==> src/verilog/nocPkg.sv <==
`default_nettype none

package nocPkg;

  // Router ports. The index sets the bit order of req and grant.
  localparam int numPorts = 5;

  localparam int portL = 0;
  localparam int portN = 1;
  localparam int portE = 2;
  localparam int portW = 3;
  localparam int portS = 4;

  // One-hot arbiter state: bit 0 is idle, bits 1 to numPorts follow the port indices.
  typedef logic [numPorts:0] arbState;

  localparam arbState stateIdle = arbState'(1);
  localparam arbState stateL = arbState'(1) << (portL + 1);
  localparam arbState stateN = arbState'(1) << (portN + 1);
  localparam arbState stateE = arbState'(1) << (portE + 1);
  localparam arbState stateW = arbState'(1) << (portW + 1);
  localparam arbState stateS = arbState'(1) << (portS + 1);

endpackage

`default_nettype wire

==> src/verilog/flitPkg.sv <==
`default_nettype none

package flitPkg;

  localparam int flitIdWidth = 3;
  localparam int payloadWidth = 16;
  localparam int headerLengthWidth = 12;
  localparam int destWidth = payloadWidth - headerLengthWidth;

  localparam logic [flitIdWidth-1:0] flitIdle = 3'b000;
  localparam logic [flitIdWidth-1:0] flitHeader = 3'b001;
  localparam logic [flitIdWidth-1:0] flitBody = 3'b010;
  localparam logic [flitIdWidth-1:0] flitTail = 3'b100;

  // Header view of the payload word.
  typedef struct packed {
    logic [headerLengthWidth-1:0] length;
    logic [destWidth-1:0] dest;
  } headerFields;

  // Body and tail flits carry plain data in the same word.
  typedef union packed {
    headerFields header;
    logic [payloadWidth-1:0] data;
  } flitPayload;

endpackage

`default_nettype wire

==> src/verilog/inputStage.sv <==
`timescale 1ns/1ps
`default_nettype none

module inputStage
#(
  parameter int LengthWidth = 12
)
(
  input  logic clk,
  input  logic rst,
  input  logic [flitPkg::flitIdWidth-1:0] inFlitId,
  input  flitPkg::flitPayload inPayload,
  output logic [flitPkg::flitIdWidth-1:0] flitId,
  output flitPkg::flitPayload payload,
  output logic req,
  output logic [LengthWidth-1:0] length
);

  import flitPkg::*;

  always_ff @(posedge clk)
  begin
    if (rst)
    begin
      flitId <= flitIdle;
      payload <= '0;
    end
    else
    begin
      flitId <= inFlitId;
      payload <= inPayload;
    end
  end

  assign req = (flitId != flitIdle); // Any flit kind other than idle asks for the output.

  // Only meaningful while a header sits in the register; the timer latches it then.
  assign length = LengthWidth'(payload.header.length);

endmodule

`default_nettype wire

==> src/verilog/holdTimer.sv <==
`timescale 1ns/1ps
`default_nettype none

module holdTimer
#(
  parameter int LengthWidth = 12
)
(
  input  logic clk,
  input  logic rst,
  input  logic [flitPkg::flitIdWidth-1:0] flitId,
  input  logic [LengthWidth-1:0] length,
  input  logic runTimer,
  output logic timesUp
);

  import flitPkg::*;

  logic [LengthWidth-1:0] timeout;
  logic [LengthWidth-1:0] count;

  always_ff @(posedge clk)
  begin
    if (rst)
    begin
      timeout <= '0;
      count <= '0;
    end
    else
    begin
      if (flitId == flitHeader)
      begin
        timeout <= length; // Each new header replaces the packet length.
      end
      count <= runTimer ? count + 1'b1 : '0;
    end
  end

  assign timesUp = (count == timeout);

endmodule

`default_nettype wire

==> src/verilog/portArbiter.sv <==
`timescale 1ns/1ps
`default_nettype none

module portArbiter
#(
  parameter int LengthWidth = 12
)
(
  input  logic clk,
  input  logic rst,
  input  logic [flitPkg::flitIdWidth-1:0] flitId [nocPkg::numPorts],
  input  logic [LengthWidth-1:0] length [nocPkg::numPorts],
  input  logic [nocPkg::numPorts-1:0] req,
  output logic [nocPkg::numPorts-1:0] grant
);

  import nocPkg::*;

  arbState state;
  arbState nextState;
  logic [numPorts-1:0] runTimer;
  logic [numPorts-1:0] timesUp;
  logic holding;
  int heldPort;

  // Index of the port that follows base by offset steps in rotation order.
  function automatic int rotateIndex(input int base, input int offset);
    int idx;
    idx = base + offset;
    if (idx >= numPorts)
    begin
      idx = idx - numPorts;
    end
    return idx;
  endfunction

  generate
    for (genvar p = 0; p < numPorts; p++)
    begin : gTimer
      holdTimer #(
        .LengthWidth(LengthWidth)
      ) i_holdTimer (
        .clk(clk),
        .rst(rst),
        .flitId(flitId[p]),
        .length(length[p]),
        .runTimer(runTimer[p]),
        .timesUp(timesUp[p])
      );
    end
  endgenerate

  always_ff @(posedge clk)
  begin
    if (rst)
    begin
      state <= stateIdle;
    end
    else
    begin
      state <= nextState;
    end
  end

  always_comb
  begin
    holding = 1'b1;
    heldPort = portL;
    case (state)
      stateL: heldPort = portL;
      stateN: heldPort = portN;
      stateE: heldPort = portE;
      stateW: heldPort = portW;
      stateS: heldPort = portS;
      default: holding = 1'b0; // Idle, or a broken encoding that falls back to idle rules.
    endcase
  end

  always_comb
  begin
    nextState = stateIdle;
    runTimer = '0;
    if (!holding)
    begin
      // Scan downwards so the lowest requesting index wins, giving L, N, E, W, S priority.
      for (int k = numPorts - 1; k >= 0; k--)
      begin
        if (req[k])
        begin
          nextState = arbState'(1) << (k + 1);
        end
      end
    end
    else if (req[heldPort] && !timesUp[heldPort])
    begin
      nextState = state;
      runTimer[heldPort] = 1'b1; // The count runs only while the port is kept.
    end
    else
    begin
      // The releasing port is skipped, so it goes idle if nobody else asks.
      for (int k = numPorts - 1; k > 0; k--)
      begin
        if (req[rotateIndex(heldPort, k)])
        begin
          nextState = arbState'(1) << (rotateIndex(heldPort, k) + 1);
        end
      end
    end
  end

  assign grant = state[numPorts:1];

endmodule

`default_nettype wire

==> src/verilog/outputSelect.sv <==
`timescale 1ns/1ps
`default_nettype none

module outputSelect
(
  input  logic [nocPkg::numPorts-1:0] grant,
  input  logic [flitPkg::flitIdWidth-1:0] flitId [nocPkg::numPorts],
  input  flitPkg::flitPayload payload [nocPkg::numPorts],
  output logic [flitPkg::flitIdWidth-1:0] outFlitId,
  output flitPkg::flitPayload outPayload,
  output logic outValid
);

  import nocPkg::*;
  import flitPkg::*;

  // The grant is one-hot, so an AND-OR mux picks exactly one port or none.
  always_comb
  begin
    outFlitId = '0;
    outPayload = '0;
    for (int p = 0; p < numPorts; p++)
    begin
      outFlitId = outFlitId | (flitId[p] & {flitIdWidth{grant[p]}});
      outPayload.data = outPayload.data | (payload[p].data & {payloadWidth{grant[p]}});
    end
  end

  assign outValid = |grant;

endmodule

`default_nettype wire

==> src/verilog/routerOutputPort.sv <==
`timescale 1ns/1ps
`default_nettype none

module routerOutputPort
#(
  parameter int LengthWidth = 12
)
(
  input  logic clk,
  input  logic rst,
  input  logic [flitPkg::flitIdWidth-1:0] inFlitIdL,
  input  logic [flitPkg::flitIdWidth-1:0] inFlitIdN,
  input  logic [flitPkg::flitIdWidth-1:0] inFlitIdE,
  input  logic [flitPkg::flitIdWidth-1:0] inFlitIdW,
  input  logic [flitPkg::flitIdWidth-1:0] inFlitIdS,
  input  flitPkg::flitPayload inPayloadL,
  input  flitPkg::flitPayload inPayloadN,
  input  flitPkg::flitPayload inPayloadE,
  input  flitPkg::flitPayload inPayloadW,
  input  flitPkg::flitPayload inPayloadS,
  output logic [nocPkg::numPorts-1:0] grant,
  output logic [flitPkg::flitIdWidth-1:0] outFlitId,
  output flitPkg::flitPayload outPayload,
  output logic outValid
);

  import nocPkg::*;
  import flitPkg::*;

  logic [flitIdWidth-1:0] rawFlitId [numPorts];
  flitPayload rawPayload [numPorts];
  logic [flitIdWidth-1:0] stageFlitId [numPorts];
  flitPayload stagePayload [numPorts];
  logic [numPorts-1:0] stageReq;
  logic [LengthWidth-1:0] stageLength [numPorts];

  // Gather the named ports into arrays in port index order.
  assign rawFlitId[portL] = inFlitIdL;
  assign rawFlitId[portN] = inFlitIdN;
  assign rawFlitId[portE] = inFlitIdE;
  assign rawFlitId[portW] = inFlitIdW;
  assign rawFlitId[portS] = inFlitIdS;

  assign rawPayload[portL] = inPayloadL;
  assign rawPayload[portN] = inPayloadN;
  assign rawPayload[portE] = inPayloadE;
  assign rawPayload[portW] = inPayloadW;
  assign rawPayload[portS] = inPayloadS;

  generate
    for (genvar p = 0; p < numPorts; p++)
    begin : gStage
      inputStage #(
        .LengthWidth(LengthWidth)
      ) i_inputStage (
        .clk(clk),
        .rst(rst),
        .inFlitId(rawFlitId[p]),
        .inPayload(rawPayload[p]),
        .flitId(stageFlitId[p]),
        .payload(stagePayload[p]),
        .req(stageReq[p]),
        .length(stageLength[p])
      );
    end
  endgenerate

  portArbiter #(
    .LengthWidth(LengthWidth)
  ) i_portArbiter (
    .clk(clk),
    .rst(rst),
    .flitId(stageFlitId),
    .length(stageLength),
    .req(stageReq),
    .grant(grant)
  );

  // Output follows grant in the same cycle, straight from the stage registers.
  outputSelect i_outputSelect (
    .grant(grant),
    .flitId(stageFlitId),
    .payload(stagePayload),
    .outFlitId(outFlitId),
    .outPayload(outPayload),
    .outValid(outValid)
  );

endmodule

`default_nettype wire

==> config.mk <==
export PLATFORM = sky130hd
export DESIGN_NAME = routerOutputPort
export DESIGN_NICKNAME = d
export VERILOG_FILES = /design/src/verilog/nocPkg.sv /design/src/verilog/flitPkg.sv /design/src/verilog/inputStage.sv /design/src/verilog/holdTimer.sv /design/src/verilog/portArbiter.sv /design/src/verilog/outputSelect.sv /design/src/verilog/routerOutputPort.sv
export SDC_FILE = /design/constraint.sdc
export NUM_CORES = 1
export LEC_CHECK = 0
export ABC_AREA = 0
export BUFFER_PORTS_ARGS = -buffer_cell sky130_fd_sc_hd__buf_2
export CAP_MARGIN = 20
export CORE_MARGIN = 2
export CORE_UTILIZATION = 30
export CTS_CLUSTER_DIAMETER = 60
export CTS_CLUSTER_SIZE = 25
export DETAILED_ROUTE_END_ITERATION = 7
export GPL_ROUTABILITY_DRIVEN = 0
export PLACE_DENSITY = 0.49
export SETUP_SLACK_MARGIN = 0.1
export SYNTH_ARGS = -nofsm -noshare
export SYNTH_HDL_FRONTEND = slang
export SYNTH_SLANG_ARGS = --single-unit
==> constraint.sdc <==
create_clock -name clk -period 12.25 [get_ports clk]
set_clock_uncertainty 0.1 [all_clocks]
set_input_delay 2.45 -clock clk [delete_from_list [all_inputs] [get_ports clk]]
set_output_delay 2.45 -clock clk [all_outputs]
set_load 0.005 [all_outputs]
# Yosys cells after proc, flatten, opt, wreduce, memory -nomap -nowiden
# Cells that the tools add are included.
[classes]
eq_ne = 16
n_reduce_logical = 15
bitwise = 23
magnitude_cmp = 10
n_shift = 4
addsub = 17
mux = 59
[op_table]
columns = ["op", "count"]
rows = [
  ["two-way mux 32 bit", 24],
  ["adder 32 x 2 -> 32 bit, second input constant", 4],
  ["greater-or-equal comparator 32 x 4 -> 1 bit, second input constant", 4],
  ["< comparator 32 x 5 -> 1 bit, second input constant", 4],
  ["<< shifter 1 x 32 -> 6 bit, first input constant", 4],
  ["subtractor 32 x 4 -> 32 bit, second input constant", 4],
  ["bitwise AND 16 bit", 5],
  ["two-way mux 6 bit", 11],
  ["bitwise OR 16 bit", 4],
  ["adder 12 x 1 -> 12 bit, second input constant", 5],
  ["equality test 12 bit", 5],
  ["binary-select mux 1 bit (select 3 bit)", 6],
  ["bitwise AND 3 bit", 5],
  ["equality test 3 x 1 -> 1 bit, second input constant", 5],
  ["nonzero test 3 bit", 5],
  ["two-way mux 1 bit", 14],
  ["bitwise OR 3 bit", 4],
  ["one-hot mux 3 bit (4 select lines)", 1],
  ["two-way mux 5 bit", 2],
  ["OR reduction 2 bit", 5],
  ["OR reduction 5 bit", 2],
  ["adder 3 x 2 -> 4 bit, second input constant", 2],
  ["equality test 6 x 2 -> 1 bit, second input constant", 1],
  ["equality test 6 x 3 -> 1 bit, second input constant", 1],
  ["12 further kinds", 17],
]
[word_totals]
input_bits = 97
word_cells = 165
reg_bits = 221

# Depth between registers and ports, before layout
# Gate-level depths: netlist of the first run.
[depth]
depth_word = 23
depth_mapped = 19
ltp_nobuf = 16

# Cells and area by module
# Synthesis of the first run repeated with hierarchy kept, for this count alone.
[hier_totals]
cells_unflattened = 1222
area_unflattened_um2 = 11223.3
[by_module_without_submodules]
columns = ["mod", "instances", "area_each_um2", "cells_each"]
rows = [
  ["holdTimer", 5, 1073.5, 113],
  ["inputStage", 5, 613.1, 52],
  ["portArbiter", 1, 2314.7, 327],
  ["outputSelect", 1, 475.5, 70],
]

# Worst setup path before layout of the first run
# OpenSTA, ideal clock, no wires.
[synth_timing]
path_kind = "register -> register"
startpoint = "register i_portArbiter.state[5]"
endpoint = "register i_portArbiter.state[0]"
stages_incl_launch_ff = 18
arrival_ns = 4.189
period_less_slack_ns = 4.410
path_slack_ns = 7.840
cell_sequence = "dfxtp_1 buf_6 or4_4 or2_4 ha_1 ha_1 nand2b_1 o21ai_4 xnor2_1 ha_1 nor3b_1 or3_1 a21oi_1 or3_1 a31o_2 o211ai_1 a21boi_0 o311a_1"
[synth_via]
elab_chain_cells = 16
[synth_lines]
columns = ["element", "line_no", "source"]
rows = [
  ["start: declaration", "portArbiter.sv:19", "arbState state;"],
  ["start signal: assignment", "portArbiter.sv:57", "state <= stateIdle;"],
  ["start signal: assignment", "portArbiter.sv:61", "state <= nextState;"],
  ["equality test 6 bit, or another cell as far along", "portArbiter.sv:69", "case (state)"],
  ["one-hot mux 3 bit (4 select lines)", "portArbiter.sv:69", ""],
  ["adder 3 x 3 -> 4 bit", "portArbiter.sv:29", "idx = base + offset;"],
  ["subtractor 32 x 4 -> 32 bit / greater-or-equal comparator 32 x 4 -> 1 bit (equally long branches)", "portArbiter.sv:32, portArbiter.sv:30", ""],
  ["two-way mux 32 bit", "portArbiter.sv:30", "if (idx >= numPorts)"],
  ["two-way mux 32 bit, on equally long branches", "portArbiter.sv:104, portArbiter.sv:94", ""],
  ["two-way mux 32 bit, on equally long branches", "portArbiter.sv:94, portArbiter.sv:83", ""],
  ["two-way mux 32 bit / binary-select mux 1 bit (select 3 bit) (equally long branches)", "portArbiter.sv:83, portArbiter.sv:104", ""],
  ["adder 32 x 2 -> 32 bit / two-way mux 1 bit (equally long branches)", "portArbiter.sv:106, portArbiter.sv:104", ""],
  ["<< shifter 1 x 32 -> 6 bit / two-way mux 1 bit (equally long branches)", "portArbiter.sv:106, portArbiter.sv:104", ""],
  ["two-way mux 6 bit (4 in series)", "portArbiter.sv:104", "if (req[rotateIndex(heldPort, k)])"],
  ["two-way mux 6 bit", "portArbiter.sv:94", "else if (req[heldPort] && !timesUp[heldPort])"],
  ["two-way mux 6 bit", "portArbiter.sv:83", "if (!holding)"],
]
# Parallel ways exist; a longest one is shown, timed or not. The select of a mux whose other input is x is not followed.
# A chain may end at the register's enable or synchronous reset.

# Worst setup path after layout of the first run
# Same ends and word-level chain as after synthesis.

==> results.py, run 1 <==
metrics = {
    "synth": {
        "ys_async_sr_fraction_pct": 0,
        "synthSimpleGateAreaFrac_pct": 23.3,
        "synthFlopType": "dfxtp_1",
        "synth_edf_count": 0,
        "synth.cell_area_um2": 10500,
        "avgSynthCellArea_um2": 9.30,
        "ys_seq_area_share_pct": 42.1,
        "synthMuxAreaShare_pct": 6.50,
        "synthAdderAreaFrac_pct": 3.28,
        "synth_xor_xnor_area_share_pct": 9.99,
        "synthCells": 1131,
        "synth-seq-cells": 221,
        "synth_compound_gate_area_share_pct": 11.2,
        "synth_top_family_by_area": "simple AND/OR/NAND/NOR gates",
        "synthDistinctLibCells": 83,
        "syn_nets": 1255,
        "ys_warn_count": 0,
    },
    "clock_network": {
        "post_cts_buffers": 0,
        "worstSkewPairLatency_ns": 0.54,
        "cts_resized": 0,
        "cts_htree_levels": 1,
        "cts_tree": "yes",
        "cts.clk_slew.worst_paths_ns": 0.06,
        "cts_buffers": 24,
        "clockBufferDepth": 3,
        "hold_buffers": 0,
        "cts.sinks": 221,
        "cts_root_buffer": "clkbuf_16",
    },
    "floorplan": {
        "die_area_um2": 36600,
        "fp-row-count": 68,
        "fp.dieH_um": 191,
        "io_pins": 122,
        "coreArea_um2": 34500,
        "floorplan.initialDensity_pct": 30.4,
        "die_w_um": 191,
    },
    "drt": {
        "drt-initial-drc-count": 586,
        "totalWireLength_mm": 30.0,
        "ant_nets": 0,
        "routed_via_density": 4.89,
        "routedWlPerCell_um": 17.6,
        "via_count": 8324,
        "drc": 0,
        "drtPass1Iterations": 5,
    },
    "cells_and_area": {
        "final_common_cell": "dfxtp_1",
        "multi_input_area_um2": 5740,
        "fillers": 3588,
        "n_antenna_cell": 0,
        "final_cell_mix": "221 x dfxtp_1, 120 x buf_2, 119 x nor2_1",
        "seqCellArea_um2": 4420,
        "area_growth_pct": 17.7,
        "drive_above_1_share_pct": 16.9,
        "stdcell_area_um2": 12400,
        "post-route-util_pct": 35.8,
        "nets": 1353,
    },
    "place": {
        "place_ws_ns": 7.14,
        "portBuffers": 121,
        "dpl_cell_area_um2": 11500,
        "place_hpwl_mm": 22.2,
    },
    "timing": {
        "drv_slew": 0,
        "postLayoutSetupSlackWorst_ns": 7.01,
        "rsz0062_at_grt": "no",
        "tightest_slew_ns": 1.05,
        "setup-tns-final_ns": 0,
        "clock.fmax_mhz": 191,
        "relSlewSlack_pct": 29.5,
        "setup-violations-final": 0,
        "post-route-period-util_pct": 42.8,
        "hold_viol": 0,
        "period_minus_slack_ns": 5.24,
    },
    "worst_setup_path": {
        "critPathCaptureType": "flip-flop",
        "critPathKind": "flip-flop to flip-flop",
        "worstPathCellList": "buf_4 > nor4b_4 > nand2_1 > ha_1 > nand2b_1 > o21ai_4 > xnor2_1 > ha_1 > nor3b_1 > or3_1 > a21oi_1 > or3_1 > a31o_2 > o211ai_1 > a21boi_0 > o311a_1",
        "slowest_stage": "nor4b_4",
        "crit_path_start": "i_portArbiter.state[5]",
        "r2r_start": "i_portArbiter.state[5]",
        "worstPathArrival_ns": 5.57,
        "cp_max_fo": 31,
        "startpoint_type": "flip-flop",
        "cp.required_ns": 12.57,
        "max_stage_delay_ns": 0.54,
    },
    "global_routing": {
        "grt_pass1_wl_mm": 46.9,
        "grt_pass1_vias": 8063,
        "grt_util_all_layers_pct": 16.4,
        "grt_max_degree": 86,
        "met1_usage_pct": 23.1,
        "grtUsageMet2_pct": 26.7,
        "overflow": 0,
        "antenna_found_initial": 0,
        "use_met3_pct": 2.53,
        "grt_busiest_layer": "met2",
    },
    "power": {
        "pwr_density_cell_nw_per_um2": 197,
        "max-vdd-ir-drop_mv": 0.0989,
        "leakage_nw": 4.74,
        "finalPower_w": 0.00244,
    },
    "worst_hold_path": {
        "worstHoldStart": "i_portArbiter.gTimer[0].i_holdTimer.count[0]",
        "hold_class": "flip-flop to flip-flop",
    },
    "run_status": {
        "status": "finished clean",
    },
    "flow_run": {
        "maxCapViolCount": 0,
    },
}
-- layer usage --
layer	part of all wire (%)	wire length, um	up-vias
met3	5.3	1590	26
met1	48	14400	3890
met2	45	13600	222
met4	1.2	372	0
li1	-	-	4186
met5	0	0	-
-- flip-flops by register name (all words and copies together) (netlist names) --
register	cells
gStage.i_inputStage.payload	80
i_portArbiter.state	6
i_portArbiter.gTimer.i_holdTimer.timeout	60
gStage.i_inputStage.flitId	15
i_portArbiter.gTimer.i_holdTimer.count	60
-- critical path, delay by kind of cell (launching register included) --
family	cells	cell delay, ns
and+or+nand+nor	6	2.20
adders and majority gates	2	0.75
xor gates and xnor gates	1	0.46
AOI/OAI and AO/OA	6	0.95
DFF	1	0.31
buffers and inverters	1	0.35
-- cell families after synthesis --
logic type                 count (synthesis)
AOI/OAI and AO/OA                        148
xor gates and xnor gates                 117
adders and majority gates                 27
buffers and inverters                     88
DFF                                      221
muxes                                     68
and+or+nand+nor                          462
-- final cells by class --
cell class / instances / share of cell area, %
clock inverter: 15 / 1.45
tap: 455 / 4.60
inverter: 26 / 0.788
sequential: 221 / 35.7
clock buffer: 29 / 5.41
multi-input combinational: 822 / 46.3
timing repair buffer: 134 / 5.70
-- stage by stage --
step,cells,hold slack (ns)
2_1_floorplan,1131,0.347
3_3_place_gp,1658,0.372
3_5_place_dp,1658,0.374
4_1_cts,1702,0.389
5_1_grt,1702,0.425
6_report,1702,0.387
-- where the power goes --
group	internal (W)	leakage (nW)	total [W]	switching, W
sequential	0.000748	1.81	0.000775	0.0000266
combinational	0.000336	2.51	0.000912	0.000577
clock	0.000425	0.415	0.000757	0.000332
-- final timing paths --
path | cells past startpoint | end | slack [ns]
max | 16 | i_portArbiter.state[0] | 7.01
min | 1 | i_portArbiter.gTimer[0].i_holdTimer.count[0] | 0.39
max reg2reg | 16 | i_portArbiter.state[0] | 7.01
min reg2reg | 1 | i_portArbiter.gTimer[0].i_holdTimer.count[0] | 0.39
-- cells in the mapped netlist (5+ instances only) --
| cell type | count | share of area [%] |
|---|---|---|
| a211oi_1 | 9 | 0.64 |
| a21o_1 | 5 | 0.36 |
| a21oi_1 | 15 | 0.71 |
| a222oi_1 | 19 | 1.8 |
| a22oi_1 | 22 | 1.6 |
| and3_1 | 24 | 1.4 |
| buf_1 | 10 | 0.36 |
| buf_2 | 5 | 0.24 |
| buf_4 | 6 | 0.43 |
| clkbuf_1 | 38 | 1.4 |
| dfxtp_1 | 221 | 42 |
| ha_1 | 26 | 3.1 |
| inv_1 | 23 | 0.82 |
| mux2i_1 | 66 | 6.3 |
| nand2_1 | 54 | 1.9 |
| nand3_1 | 40 | 1.9 |
| nand4_1 | 27 | 1.6 |
| nor2_1 | 119 | 4.2 |
| nor2b_1 | 97 | 5.8 |
| nor3_1 | 45 | 2.1 |
| nor3b_1 | 11 | 0.79 |
| nor4_1 | 7 | 0.42 |
| o211ai_1 | 9 | 0.64 |
| o21ai_0 | 17 | 0.81 |
| or3_1 | 8 | 0.48 |
| xnor2_1 | 76 | 6.3 |
| xor2_1 | 39 | 3.2 |
Note: power is estimated with default switching activity, not from simulation.
==> inputs of run 2 (changes only) <==
- ABC_AREA: 0 -> 1
- PLACE_DENSITY: 0.49 -> 0.5
- clock period: 12.25 -> 4.2 ns (I/O delays scaled with it)
==> results.py, run 2 <==
metrics = {
    "run_status": {
        "status": "finished clean",
    },
    "worst_hold_path": {
        "worstHoldStart": "i_portArbiter.gTimer[0].i_holdTimer.count[0]",
        "hold_class": "flip-flop to flip-flop",
    },
    "synth": {
        "syn_nets": 1588,
        "synth_edf_count": 0,
        "synthDistinctLibCells": 52,
        "ys_seq_area_share_pct": 41.7,
        "ys_warn_count": 0,
        "synthFlopType": "dfxtp_1",
        "synthTopCellsByArea": "dfxtp_1 42%, nor2_1 11%, nand2_1 9.2%",
        "synth_commonest_cells": "297 x nor2_1, 259 x nand2_1, 221 x dfxtp_1",
        "synthCells": 1464,
        "synth-seq-cells": 221,
        "avgSynthCellArea_um2": 7.25,
        "synth_top_cell_by_area": "dfxtp_1",
        "synth_top_area_share_pct": 41.7,
        "ys_async_sr_fraction_pct": 0,
        "synth.cell_area_um2": 10600,
        "yosysMostFrequentCell": "nor2_1",
    },
    "clock_network": {
        "cts.clk_slew.worst_paths_ns": 0.09,
        "hold_buffers": 0,
        "cts.sinks": 221,
        "post_cts_buffers": 0,
        "cts_root_buffer": "clkbuf_16",
        "cts_tree": "yes",
        "clockBufferDepth": 3,
        "cts_resized": 0,
        "cts_buffers": 20,
        "cts_htree_levels": 1,
        "worstSkewPairLatency_ns": 0.53,
    },
    "worst_setup_path": {
        "critPathKind": "flip-flop to flip-flop",
        "max_stage_delay_ns": 0.53,
        "cp.required_ns": 4.55,
        "worstPathArrival_ns": 4.05,
        "critPathCaptureType": "flip-flop",
        "slowest_stage": "dfxtp_1",
        "startpoint_type": "flip-flop",
        "cp_max_fo": 6,
        "r2r_start": "i_portArbiter.state[2]",
        "crit_path_start": "i_portArbiter.state[2]",
        "crit_top_cell": "nand2_1",
    },
    "drt": {
        "via_count": 9031,
        "totalWireLength_mm": 29.1,
        "routed_via_density": 4.43,
        "routedWlPerCell_um": 14.3,
        "drtPass1Iterations": 4,
        "drt-initial-drc-count": 533,
        "ant_nets": 0,
        "drc": 0,
    },
    "floorplan": {
        "fp-row-count": 68,
        "coreArea_um2": 34700,
        "die_area_um2": 36900,
        "die_w_um": 192,
        "floorplan.initialDensity_pct": 30.6,
        "fp.dieH_um": 192,
        "io_pins": 122,
    },
    "power": {
        "clkPwrFrac_pct": 28.5,
        "combinationalPowerShare_pct": 39.7,
        "seqPwrFrac_pct": 31.8,
        "switching_share_pct": 42.0,
        "p_int_w": 0.00420,
        "switchingPower_w": 0.00305,
        "leakage_nw": 5.66,
        "max-vdd-ir-drop_mv": 0.293,
        "pwr_density_cell_nw_per_um2": 584,
    },
    "timing": {
        "setup-violations-final": 0,
        "rsz0062_at_grt": "no",
        "tightest_slew_ns": 0.749,
        "post-route-period-util_pct": 88.1,
        "period_minus_slack_ns": 3.70,
        "drv_slew": 0,
        "clock.fmax_mhz": 270,
        "setup-tns-final_ns": 0,
        "relSlewSlack_pct": 50.1,
        "hold_viol": 0,
    },
    "cells_and_area": {
        "seqCellArea_um2": 4430,
        "final_cell_mix": "296 x nor2_1, 259 x nand2_1, 220 x dfxtp_1",
        "nets": 1692,
        "area_growth_pct": 17.1,
        "fillers": 3789,
        "drive_above_1_share_pct": 15.3,
        "post-route-util_pct": 35.8,
        "top_register": "gStage.i_inputStage.payload",
        "multi_input_area_um2": 5170,
        "largest_register_ffs": 80,
        "reg.largest.list": "gStage.i_inputStage.payload (80), i_portArbiter.gTimer.i_holdTimer.count (60), i_portArbiter.gTimer.i_holdTimer.timeout (60)",
        "n_antenna_cell": 0,
        "final_common_cell": "nor2_1",
    },
    "global_routing": {
        "grt_pass1_wl_mm": 46.2,
        "antenna_found_initial": 0,
        "overflow": 0,
        "grt_max_degree": 75,
        "grt_util_all_layers_pct": 15.9,
        "grt_pass1_vias": 8651,
    },
    "flow_run": {
        "maxCapViolCount": 0,
    },
    "place": {
        "portBuffers": 121,
        "place_hpwl_mm": 22.8,
    },
}
run 2: area by class of cell:
class	count	share of cell area, %
Clock buffer	21	4.23
Clock inverter	15	1.97
Inverter	207	6.25
Multi-Input combinational cell	983	41.6
Sequential cell	221	35.6
Tap cell	455	4.58
Timing Repair Buffer	135	5.74
run 2: final timing paths:
check | slack, ns | endpoint | depth (start not counted)
worst max-delay path | 0.50 | i_portArbiter.state[2] | 25
worst min-delay path | 0.36 | i_portArbiter.gTimer[0].i_holdTimer.count[0] | 1
worst max register to register | 0.50 | i_portArbiter.state[2] | 25
worst min register to register | 0.36 | i_portArbiter.gTimer[0].i_holdTimer.count[0] | 1
run 2: cell families (layout without fill, tap and decap cells):
| kind of cell | after synthesis | in the layout | share of synthesized area [%] |
|---|---|---|---|
| and+or+nand+nor | 726 | 726 | 29.9 |
| adders and majority gates | 27 | 27 | 3.25 |
| AOI/OAI and AO/OA | 144 | 144 | 8.20 |
| xor gates and xnor gates | 86 | 86 | 7.27 |
| DFF | 221 | 221 | 41.7 |
| buffers and inverters | 260 | 378 | 9.69 |
run 2: metrics by stage:
step           std cells  setup slack, ns  area, um^2  hold slack (ns)  power (W)
2_1_floorplan       1464            0.445       10600            0.330    0.00442
3_3_place_gp        2001            0.327       11600            0.349    0.00520
3_5_place_dp        2001            0.284       11600            0.354    0.00521
4_1_cts             2037            0.242       12400            0.372    0.00731
5_1_grt             2037            0.124       12400            0.394    0.00780
6_report            2037            0.501       12400            0.365    0.00725
run 2: worst max-delay path, delay by kind of cell, from the launching register on:
family,cells,cell delay (ns)
buffers and inverters,5,0.39
flip-flops,1,0.53
AO/OA/AOI/OAI,1,0.13
AND/OR/NAND/NOR,16,1.65
adder cells (fa/ha/maj),3,0.81
run 2: power by group through the flow:
stage / Combinational, W / Clock (W) / Sequential (W)
after detailed placement: 0.00286 / 0 / 0.00235
after CTS: 0.00288 / 0.00213 / 0.00230
after global routing: 0.00326 / 0.00222 / 0.00232
after global placement: 0.00285 / 0 / 0.00235
final: 0.00288 / 0.00207 / 0.00230
after floorplan: 0.00211 / 0 / 0.00231
run 2: routing by layer:
| metal | share of wire (%) | vias up | track usage, % |
|---|---|---|---|
| met5 | 0 | - | 0 |
| met4 | 4.0 | 0 | 6.34 |
| met3 | 4.9 | 47 | 2.61 |
| met2 | 42 | 207 | 24.7 |
| met1 | 49 | 4010 | 22.0 |
| li1 | - | 4767 | - |
